<file path="config.mk">
export PLATFORM = sky130hd
export DESIGN_NAME = t1_unpack
export DESIGN_NICKNAME = d
export VERILOG_FILES = /design/src/common/pk_decode_pkg.sv /design/src/pk_decode/t1_unpack.sv
export VERILOG_INCLUDE_DIRS = /design/src /design/src/common
export SDC_FILE = /design/constraint.sdc
export NUM_CORES = 1
export LEC_CHECK = 0
export ABC_CLOCK_PERIOD_IN_PS = 800
export BUFFER_PORTS_ARGS = -buffer_cell sky130_fd_sc_hd__buf_4
export CAP_MARGIN = 0
export CELL_PAD_IN_SITES_DETAIL_PLACEMENT = 1
export CELL_PAD_IN_SITES_GLOBAL_PLACEMENT = 2
export CORE_MARGIN = 10
export CORE_UTILIZATION = 25
export CTS_BUF_LIST = sky130_fd_sc_hd__clkbuf_8
export CTS_CLUSTER_SIZE = 20
export DETAILED_ROUTE_END_ITERATION = 12
export MAX_ROUTING_LAYER = met4
export PLACE_DENSITY_LB_ADDON = 0.15
export SLEW_MARGIN = 20
export SYNTH_ARGS = -nofsm -noshare
export SYNTH_HDL_FRONTEND = slang
export SYNTH_SLANG_ARGS = --single-unit
</file>
<file path="constraint.sdc">
create_clock -name clk -period 0.8 [get_ports clk]
set_input_delay 0.12 -clock clk [delete_from_list [all_inputs] [get_ports clk]]
set_output_delay 0.12 -clock clk [all_outputs]
set_load 0.05 [all_outputs]
</file>
<file path="src/common/pk_decode_macros.svh">
// Protocol sizes and host address map for the t1 decoder, included by the RTL and testbench
`ifndef PK_DECODE_MACROS_SVH
`define PK_DECODE_MACROS_SVH

// ==================================================
// ML-DSA-87 t1 geometry
// ==================================================
`define PKD_K            8
`define PKD_N            256
`define PKD_COEFF_IN_W   10
`define PKD_COEFF_OUT_W  24
`define PKD_SHIFT        13
`define PKD_LANES        8
`define PKD_KEY_WORDS    ((`PKD_K * `PKD_N) / `PKD_LANES)
`define PKD_KEY_AW       8

// Coefficient memory holds four coefficients per entry
`define PKD_MEM_DEPTH    1024
`define PKD_MEM_AW       10

// ==================================================
// Wishbone host port
// ==================================================
`define PKD_WB_AW        14
// Region select in wb_adr[13:12]
`define PKD_REGION_REG   2'd0
`define PKD_REGION_KEY   2'd1
`define PKD_REGION_COEFF 2'd2

`endif

</file>
<file path="src/common/pk_decode_pkg.sv">
// Shared types for the t1 decoder datapath, imported by each RTL module
`default_nettype none
`include "pk_decode_macros.svh"

package pk_decode_pkg;

    // One key word, written raw by the host and read as coefficients by the unpacker
    typedef union packed {
        logic [`PKD_LANES*`PKD_COEFF_IN_W-1:0]       raw;
        // Lane 0 sits in the low bits
        logic [`PKD_LANES-1:0][`PKD_COEFF_IN_W-1:0] coeff;
    } t1_word_u;

    // Four decoded coefficients, one memory entry
    typedef logic [`PKD_LANES/2-1:0][`PKD_COEFF_OUT_W-1:0] coeff_quad_t;

    // Write request into one coefficient memory port
    typedef struct packed {
        logic                   wr_en;
        logic [`PKD_MEM_AW-1:0] addr;
    } mem_wr_req_t;

    // Single-cycle command pulses from the host registers
    typedef struct packed {
        logic                   start;
        logic                   zeroize;
        logic [`PKD_MEM_AW-1:0] dest_base;
    } dec_ctrl_t;

endpackage

`default_nettype wire

</file>
<file path="src/pk_decode/t1_unpack.sv">
// Splits each key word into eight shifted coefficients and issues two registered memory writes
`timescale 1ns/1ps
`default_nettype none
`include "pk_decode_macros.svh"

module t1_unpack
    import pk_decode_pkg::*;
(
    input  logic                   clk,
    input  logic                   reset_n,
    input  logic                   zeroize,
    input  t1_word_u               key_rd_data,
    input  logic                   key_rd_valid,
    input  logic [`PKD_MEM_AW-1:0] base_addr,
    input  logic [`PKD_MEM_AW-1:0] wr_offset,
    output coeff_quad_t            wr_data_a,
    output coeff_quad_t            wr_data_b,
    output mem_wr_req_t            req_a,
    output mem_wr_req_t            req_b
);

    coeff_quad_t quad_a;
    coeff_quad_t quad_b;

    // 10-bit t1 value times 2^13, top bit stays zero
    function automatic logic [`PKD_COEFF_OUT_W-1:0] shift_coeff(
        input logic [`PKD_COEFF_IN_W-1:0] c
    );
        return `PKD_COEFF_OUT_W'(c) << `PKD_SHIFT;
    endfunction

    // Lanes 0-3 go to port A, lanes 4-7 to port B
    always_comb begin
        for (int i = 0; i < `PKD_LANES/2; i++) begin
            quad_a[i] = shift_coeff(key_rd_data.coeff[i]);
            quad_b[i] = shift_coeff(key_rd_data.coeff[i + `PKD_LANES/2]);
        end
    end

    always_ff @(posedge clk) begin
        if (key_rd_valid) begin
            wr_data_a <= quad_a;
            wr_data_b <= quad_b;
        end
    end

    always_ff @(posedge clk or negedge reset_n) begin
        if (!reset_n) begin
            req_a <= '0;
            req_b <= '0;
        end else if (zeroize || !key_rd_valid) begin
            req_a <= '0;
            req_b <= '0;
        end else begin
            req_a.wr_en <= 1'b1;
            req_a.addr  <= base_addr + wr_offset;
            req_b.wr_en <= 1'b1;
            req_b.addr  <= base_addr + wr_offset + 1'b1;
        end
    end

endmodule

`default_nettype wire

</file>
# Word-level counts from Yosys, hierarchy flattened
# Index checks and enable logic that the tools add are counted.
[word_totals]
ff_bits = 102
input_bits = 104
output_inout_bits = 214
elab_cells = 18
[op_classes]
reduce_logical = 2
n_mux = 2
n_addsub = 2
[ops]
columns = ["operator", "n"]
rows = [
  ["11-bit 2-to-1 mux", 2],
  ["10-bit by 1-bit adder with 10-bit output, second input constant", 1],
  ["10-bit adder", 1],
  ["1-bit zero test", 1],
  ["1-bit logical OR", 1],
]

# Longest topological paths before layout
# Gate-level depths: netlist (run 1).
[logic_depth]
word_depth = 3
ltp_mapped = 10
ltp_nobuf = 10

# Worst setup path before layout (run 1)
# OpenSTA, ideal clock, no wires.
[synth_timing]
path_kind = "input to register"
start = "input base_addr[0]"
end = "register req_b[8] in the netlist's numbering"
t_required_ps = 675
t_arrival_ps = 1860
cell_stages = 9
setup_ps = 125
setup_slack_ps = -1184
path_buffers = 0
cell_sequence = "ha_1 inv_1 fa_1 nor2b_4 o31a_4 a211oi_2 nand3_1 nor3_1 mux2_2"
[synth_between]
elab_chain_len = 3
[synth_lines]
columns = ["item", "line_no", "source"]
rows = [
  ["start, declared", "t1_unpack.sv:14", "input logic [`PKD_MEM_AW-1:0] base_addr,"],
  ["10-bit adder", "t1_unpack.sv:58", "req_b.addr <= base_addr + wr_offset + 1'b1;"],
  ["10-bit by 1-bit adder with 10-bit output", "t1_unpack.sv:58", ""],
  ["11-bit 2-to-1 mux", "t1_unpack.sv:51", "end else if (zeroize || !key_rd_valid) begin"],
  ["end, declared", "t1_unpack.sv:19", "output mem_wr_req_t req_b"],
]
# No other way between the ends.
# A chain may end at the register's enable or synchronous reset.

# Worst setup path after layout (run 1)
[layout_timing]
start = "input base_addr[0]"
end = "register req_b[9] in the netlist's numbering"
# Same word-level chain as after synthesis.

==> results of run 1 <==
## cell usage in the layout, fill, tap and decap left out, types with 2 or more instances in the layout
cell           synthesis  layout
buf_6                  0     128
nand3_2                0       2
buf_4                114     135
xnor2_2                1       5
a211oi_4               0       2
inv_2                  0       3
conb_1                 1     112
nor3_1                 5       2
o21a_2                 2       2
ha_4                   0       8
a31oi_4                0       2
and2_4                 1       4
dlygate4sd3_1          0      81
a21oi_1                3       2
nand3_4                0       2
o211ai_1               2       2
xor2_1                 4       2
dfrtp_1               21      20
buf_12                 0       4
or2_1                  2       2
nor3_2                 0       2
clkbuf_8               0       9
o21ai_0                2       2
inv_1                  7       5
nor2_1                18      14
and2_1                 6       3
clkinvlp_4             0       3
xnor2_1                9       4
nand3_1                6       2
nand3b_1               2       2
and3_1                 2       2
nor2_4                 0       3
edfxtp_1              80      80
## kinds of logic (layout without fill, tap and decap cells)
family	count (synthesis)	after routing
buffers and inverters	124	371
AOI/OAI and AO/OA	24	24
xor gates and xnor gates	14	14
other	1	112
adders and majority gates	11	11
muxes	1	1
and+or+nand+nor	49	49
DFF	101	101
## area by class of cell
type                       instances  area, µm²  share of cell area (%)
clock buffer                       9        124                    1.49
clock inverter                     7       50.0                   0.604
inverter                           7       26.3                   0.317
multi-input combinational        211       1530                    18.5
sequential                       101       2930                    35.3
tap                              229        287                    3.46
timing repair buffer             348       3350                    40.3
## metrics by stage
step	std cells	util [%]
after floorplan	436	-
after global placement	804	36.2
after detailed placement	804	36.2
after CTS	905	44.9
after global routing	912	46.2
final	912	46.2
## critical path, stage by stage
cell and delay [ns]:
buf_6 0.10, ha_4 0.15, inv_2 0.04, fa_2 0.22, nor2b_4 0.06, o31a_4 0.38
a211oi_4 0.24, nand4_1 0.16, buf_4 0.19, nor4_2 0.21, nor3_1 0.07
## power breakdown
part / leakage [nW] / switching (mW) / internal [mW] / total, mW
clock network: 0.0826 / 1.79 / 1.14 / 2.93
registers: 1.06 / 0.204 / 6.13 / 6.33
logic: 2.56 / 3.93 / 2.33 / 6.26
## registers in the layout, indices dropped and copies added (netlist names)
| signal | flops |
|---|---|
| req_a | 11 |
| req_b | 10 |
| wr_data_a | 40 |
| wr_data_b | 40 |
## layer usage
metal | track usage [%] | routed length, µm
met5 | - | 0
met4 | 2.27 | 31
met3 | 3.58 | 1150
met2 | 24.5 | 9410
met1 | 14.9 | 6600
## what timing repair did
action	4_1_cts	5_1_grt
endpoints found under the hold margin	101	0
pin swaps	23	22
setup buffers	6	7
setup endpoints to repair	120	120
hold buffers	81	0
gates resized for setup	134	33
## worst min-delay path by stage
stage / from / to / slack [ns] / depth (start not counted)
floorplan: reset_n / req_a[0] / -0.18 / 0
global placement: reset_n / req_b[5] / 0.02 / 1
detailed placement: reset_n / req_a[9] / 0.03 / 1
finish: key_rd_valid / wr_data_b[44] / 0.16 / 2
CTS: wr_offset[0] / req_b[0] / 0.13 / 4
global route: key_rd_valid / wr_data_b[44] / 0.14 / 2
## Yosys cell counts, types with 2 or more instances
master      n
o21ai_0     2
edfxtp_1   80
nand3b_1    2
nand3_1     6
xor2_1      4
dfrtp_1    21
and2_1      6
a31oi_1     2
a21o_1      2
and3_1      2
nor3_1      5
ha_1       10
a21oi_1     3
o211ai_1    2
nor2b_1     2
inv_1       7
buf_4     114
or2_1       2
xnor2_1     9
nor2_1     18
a211oi_1    3
clkbuf_1    2
o21a_2      2
==> flow_metrics.tcl, run 1 <==
set metrics [dict create \
    cts_sinks 101 \
    drc 0 \
    via_per_inst 3.77 \
    wire_per_inst_um 18.8 \
    rsz0062_at_grt "true" \
    post-dp-hpwl_um 13600 \
    cts_max_level 3 \
    cp_max_fo 3 \
    synth_area_per_cell_um2 14.1 \
    endpoint "req_b[9]" \
    crit_start "base_addr[0]" \
    critPathKind "primary input to flip-flop" \
    crit_arrival_ns 1.94 \
    synthCells 325 \
    fp.dieW_um 155 \
    num-fill-cells 1883 \
    dr.pass1.iters 4 \
    cap_viol_max_count 0 \
    power_leakage_nw 3.70 \
    nets 793 \
    synth_xor_area_share_pct 2.84 \
    numCtsBuffers 9 \
    start_util_pct 25.5 \
    grt_remaining_overflow 0 \
    finalSetupViolCount 120 \
    tns_ns -34.93 \
    synthArstFlopShare_pct 20.8 \
    yosysUniqueCellTypes 42 \
    cts_buffer_depth 2 \
    hold_viol_final 0 \
    io_buffers 205 \
    n_antenna_cell 0 \
    yosys_register_bits 101 \
    antenna_found_initial 0 \
    synth_area_um2 4570 \
    coreArea_um2 18000 \
    synthFlopType "edfxtp_1" \
    hold_class "primary input to flip-flop" \
    power_density_nw_per_um2 1870 \
    place.gp.congestion 0.764 \
    power.total_mw 15.5 \
    track_usage_pct 13.6 \
    synth_compound_area_share_pct 4.46 \
    drt_iter0_markers 97 \
    fmax_mhz 590 \
    synthSimpleGateAreaFrac_pct 5.63 \
    synth_top_area_cell "edfxtp_1" \
    place_area_um2 6510 \
    synth_top_area_share_pct 52.5 \
    syn_to_final_growth_pct 81.3 \
    dieHeight_um 155 \
    synth_top_family_by_area "buffers and inverters" \
    vias 3442 \
    violations "negative setup slack" \
    start_kind "primary input" \
    yosys_warnings 0 \
    dieArea_um2 24100 \
    dp_slack_ns -1.33 \
    fin_crit_ns 1.69 \
    cts_tree "done" \
    routed_wl_um 17200 \
    cp-end-kind "flip-flop" \
    postRouteAntennaNets 0 \
    drive_gt1_share_pct 49.3 \
    drv_slew 0 \
    synth_mux_area_share_pct 0.246 \
    path_clk_slew_ns 0.09 \
    synthAdderAreaFrac_pct 3.17 \
    cts_root_buffer "clkbuf_8" \
    grt_max_degree 28 \
    yosysSeqAreaShare_pct 64.0 \
    fin_hold_ws_ns 0.159 \
    cp.required_ns 1.04 \
    synth-edff-count 80 \
    peakVddDrop_mv 0.845 \
    rows 49 \
    ios 318 \
    grt_first_pass_wirelength_um 24600 \
    setup_slack_ns -0.894 \
    fin_crit_sh_pct 212 \
    fin_area_um2 8290 \
    status "finished with violations" \
    grt_pass1_vias 3885 \
    ys_top_cells_by_area "edfxtp_1, buf_4, dfrtp_1" \
]
Note: power is estimated with default switching activity, not from simulation.
==> run 2, diff against run 1 <==
RECOVER_POWER = 25   (was not set)
==> run 2 against run 1 <==
Against the previous run:
- the run still ends with negative setup slack left
- non-clock buffer count is the same
- combinational power is essentially flat
- critical path depth is the same
- maximum frequency is essentially flat
- global-route usage is the same
- flip-flop and latch count is the same
- largest cell class unchanged
==> flow_metrics.tcl, run 2 (same netlist as run 1, synthesis figures left out) <==
set metrics [dict create \
    power_leakage_nw 3.68 \
    crit_arrival_ns 1.94 \
    grt_pass1_vias 3885 \
    track_usage_pct 13.6 \
    dr.pass1.iters 4 \
    cts_buffer_depth 2 \
    dieHeight_um 155 \
    cts_root_buffer "clkbuf_8" \
    violations "negative setup slack" \
    cts_tree "done" \
    cts_max_level 3 \
    vias 3459 \
    start_kind "primary input" \
    fin_crit_sh_pct 212 \
    wire_per_inst_um 18.9 \
    power.total_mw 15.5 \
    io_buffers 205 \
    hold_depth 4 \
    post-dp-hpwl_um 13600 \
    rows 49 \
    routed_wl_um 17200 \
    cp-end-kind "flip-flop" \
    slowest_stage "o31a_4" \
    grt_max_degree 28 \
    mostFrequentLayoutCells "buf_6, buf_4, conb_1, dlygate4sd3_1, edfxtp_1" \
    hold_class "primary input to flip-flop" \
    postRouteAntennaNets 0 \
    syn_to_final_growth_pct 80.6 \
    grt_first_pass_wirelength_um 24600 \
    nets 793 \
    cts_sinks 101 \
    numCtsBuffers 9 \
    place.gp.congestion 0.764 \
    cp.required_ns 1.05 \
    hold_viol_final 0 \
    setup_slack_ns -0.894 \
    wl_met1_um 6640 \
    highest_layer "met4" \
    coreArea_um2 18000 \
    grt_remaining_overflow 0 \
    peakVddDrop_mv 0.846 \
    cp_max_fo 3 \
    critPathKind "primary input to flip-flop" \
    n_antenna_cell 0 \
    power_density_nw_per_um2 1880 \
    fmax_mhz 590 \
    rsz0062_at_grt "true" \
    path_clk_slew_ns 0.10 \
    met3_length_um 1140 \
    drv_slew 0 \
    status "finished with violations" \
    crit_cells 11 \
    start_util_pct 25.5 \
    crit_buf_inv 3 \
    tns_ns -35.41 \
    worstMarginPinSlew_ns 0.527 \
    dieArea_um2 24100 \
    met2_length_um 9350 \
    path_cells "buf_6 > ha_4 > inv_2 > fa_2 > nor2b_4 > o31a_4 > a211oi_4 > nand4_1 > buf_4 > nor4_2 > nor3_1" \
    ios 318 \
    top_regs "wr_data_a (40), wr_data_b (40), req_a (11)" \
    drive_gt1_share_pct 48.8 \
    cap_viol_max_count 0 \
    critPathTopFamily "compound AO/OA/AOI/OAI gates" \
    crit_path_max_incr_delay_ns 0.38 \
    maxSlewHeadroom_pct 64.9 \
    fin_crit_ns 1.69 \
    drc 0 \
    antenna_found_initial 0 \
    finalSetupViolCount 147 \
    via_per_inst 3.79 \
    drt_iter0_markers 100 \
    final_common_cell "buf_6" \
    fp.dieW_um 155 \
]
[run 2: path summary, 6_finish.rpt]
path / slack (ns) / end / start
max in group asynchronous: 0.16 / req_a[10] / reset_n
setup / recovery: -0.89 / req_b[9] / base_addr[0]
min in group asynchronous: 0.26 / req_b[3] / reset_n
hold / removal: 0.16 / req_b[0] / wr_offset[0]
[run 2: routing by layer]
| metal | GRT usage (%) | vias to the layer above |
|---|---|---|
| met5 | - | - |
| met4 | 2.27 | 0 |
| li1 | - | 1606 |
| met3 | 3.58 | 6 |
| met1 | 14.9 | 1674 |
| met2 | 24.5 | 173 |
[run 2: what timing repair did]
item | in CTS | in global routing
hold buffers | 81 | 0
setup endpoints to repair | 120 | 120
endpoints found under the hold margin | 101 | 0
setup buffers | 6 | 7
pin swaps | 23 | 22
resized for setup | 134 | 33
[run 2: area by class of cell]
cell class                 count  area, µm²
fill                        1885       9700
timing repair buffer         348       3310
sequential                   101       2930
multi-input combinational    211       1530
tap                          229        287
clock buffer                   9        124
clock inverter                 7       50.0
inverter                       7       26.3
[run 2: power by group]
group / internal [mW] / total [mW] / switching, mW
Combinational: 2.31 / 6.24 / 3.93
Clock: 1.14 / 2.93 / 1.79
Sequential: 6.13 / 6.33 / 0.203
Total: 9.58 / 15.5 / 5.92
[run 2: stage by stage]
stage          utilization, %  instance area (µm²)  hold slack, ns  worst slack, ns  std cells
3_5_place_dp             36.2                 6510          0.0256            -1.33        804
6_report                 46.0                 8260           0.159           -0.894        912
5_1_grt                  46.0                 8260           0.138           -0.963        912
4_1_cts                  44.9                 8070           0.127           -0.873        905
2_1_floorplan               -                 5150          -0.176            -1.09        436
3_3_place_gp             36.2                 6510          0.0217            -1.29        804
[run 2: tightest hold or removal path, delay by kind of cell]
family                   cells  cell delay [ns]
AND/OR/NAND/NOR              1             0.03
adder cells (fa/ha/maj)      1             0.15
buffers and inverters        2             0.18
==> run 3, diff against run 2 <==
CORE_MARGIN = 3   (was 10)
==> run 3 against run 2 <==
Against the previous run:
- non-clock buffer count shrank 8
- wire length decreased by 12%
- the flow still finishes with violations (negative setup slack)
- maximum frequency shrank 1.8%
==> flow_metrics.tcl, run 3 (same netlist as run 1, synthesis figures left out) <==
set metrics [dict create \
    start_kind "primary input" \
    fp.dieW_um 141 \
    grtUsageMet1_pct 16.5 \
    cts_max_level 3 \
    grtUsageMet3_pct 3.20 \
    cts_sinks 101 \
    endpoint "req_b[8]" \
    wire_per_inst_um 16.8 \
    drv_slew 0 \
    fmax_mhz 579 \
    power.total_mw 15.6 \
    power_density_nw_per_um2 1920 \
    gr-usage-met2_pct 27.8 \
    fin_crit_sh_pct 216 \
    num-fill-cells 1849 \
    final-seq-area_um2 2930 \
    syn_to_final_growth_pct 77.9 \
    crit_arrival_ns 1.97 \
    dieHeight_um 141 \
    final_common_cell "buf_4" \
    fin_hold_ws_ns 0.0836 \
    crit_start "base_addr[0]" \
    tns_ns -36.23 \
    top_regs "wr_data_a (40), wr_data_b (40), req_a (11)" \
    rsz0062_at_grt "true" \
    coreArea_um2 17600 \
    nets 785 \
    hold_class "primary input to flip-flop" \
    drt_iter0_markers 124 \
    ios 318 \
    final_core_util_pct 46.3 \
    cp_max_fo 3 \
    track_usage_pct 15.0 \
    status "finished with violations" \
    vias 3395 \
    cap_viol_max_count 0 \
    n_antenna_cell 0 \
    drc 0 \
    busiest_layer "met2" \
    hold_viol_final 0 \
    cp.required_ns 1.05 \
    critPathKind "primary input to flip-flop" \
    via_per_inst 3.77 \
    cp-end-kind "flip-flop" \
    path_clk_slew_ns 0.09 \
    multi_input_area_um2 1500 \
    numCtsBuffers 9 \
    setup_slack_ns -0.926 \
    dieArea_um2 20000 \
    peakVddDrop_mv 0.928 \
    cts_buffer_depth 2 \
    grt_remaining_overflow 0 \
    grt_first_pass_wirelength_um 21900 \
    rows 48 \
    drive_gt1_share_pct 48.3 \
    postRouteAntennaNets 0 \
    start_util_pct 26.0 \
    place.gp.congestion 0.780 \
    power_leakage_nw 3.64 \
    finalSetupViolCount 152 \
    worstMarginPinSlew_ns 0.521 \
    dr.pass1.iters 4 \
    fin_crit_ns 1.73 \
    grt_max_degree 27 \
    grt_pass1_vias 3564 \
    mostFrequentLayoutCells "buf_4, buf_6, conb_1, dlygate4sd3_1, edfxtp_1" \
    cts_tree "done" \
    io_buffers 205 \
    cts_root_buffer "clkbuf_8" \
    violations "negative setup slack" \
    routed_wl_um 15200 \
    antenna_found_initial 0 \
    post-dp-hpwl_um 11400 \
    maxSlewHeadroom_pct 65.2 \
]
run 3: changes by cell type in the layout (fill, tap and decap cells not counted), moves of 2 or more:
cell and change:
nand3_2 +3, buf_12 -2, clkbuf_1 -2, inv_1 -2, clkinv_1 +2, nand3_1 -2
nor2_2 +2, clkinvlp_4 -3, buf_6 -5
run 3: power breakdown:
part	leakage, nW	internal [mW]	switching [mW]
Clock	0.0965	1.44	1.77
Combinational	2.48	2.24	3.85
Sequential	1.06	6.13	0.209
run 3: how the worst min path moves through the flow:
stage | from | to | slack [ns] | cells past startpoint
final | zeroize | req_a[8] | 0.08 | 3
after global routing | zeroize | req_a[8] | 0.09 | 3
after CTS | zeroize | req_a[8] | 0.06 | 3
after detailed placement | reset_n | req_a[9] | 0.02 | 1
after global placement | reset_n | req_a[5] | 0.02 | 1
after floorplan | reset_n | req_a[0] | -0.18 | 0
run 3: what timing repair did:
action / 4_1_cts / 5_1_grt
pin swaps: 21 / 16
endpoints found under the setup margin: 120 / 120
buffers inserted: 6 / 6
hold buffers: 81 / 0
endpoints found under the hold margin: 101 / 0
resized for setup: 139 / 24
run 3: through the flow:
stage / cell area [µm²] / setup slack [ns] / cells
2_1_floorplan: 5150 / -1.09 / 436
3_3_place_gp: 6430 / -1.30 / 795
4_1_cts: 8020 / -0.892 / 896
3_5_place_dp: 6430 / -1.35 / 795
6_report: 8140 / -0.926 / 900
5_1_grt: 8140 / -1.02 / 900
run 3: area by class of cell:
| class | count | area share (%) |
|---|---|---|
| Timing Repair Buffer | 340 | 39.5 |
| Clock inverter | 7 | 0.784 |
| Inverter | 7 | 0.323 |
| Clock buffer | 9 | 1.52 |
| Multi-Input combinational cell | 211 | 18.4 |
| Sequential cell | 101 | 36.0 |
| Tap cell | 225 | 3.46 |
run 3: worst max-delay path: stages:
cell	delay (ns)
buf_6	0.10
ha_4	0.15
inv_2	0.05
fa_2	0.23
nor2b_4	0.05
buf_6	0.11
o21a_2	0.20
o211ai_1	0.19
buf_4	0.17
nand3_2	0.10
nor3_4	0.19
mux2_4	0.31
run 3: layer usage:
metal	vias to the layer above	routed length, µm
met3	9	1020
met5	-	0
li1	1583	-
met2	168	8500
met4	0	119
met1	1635	5510
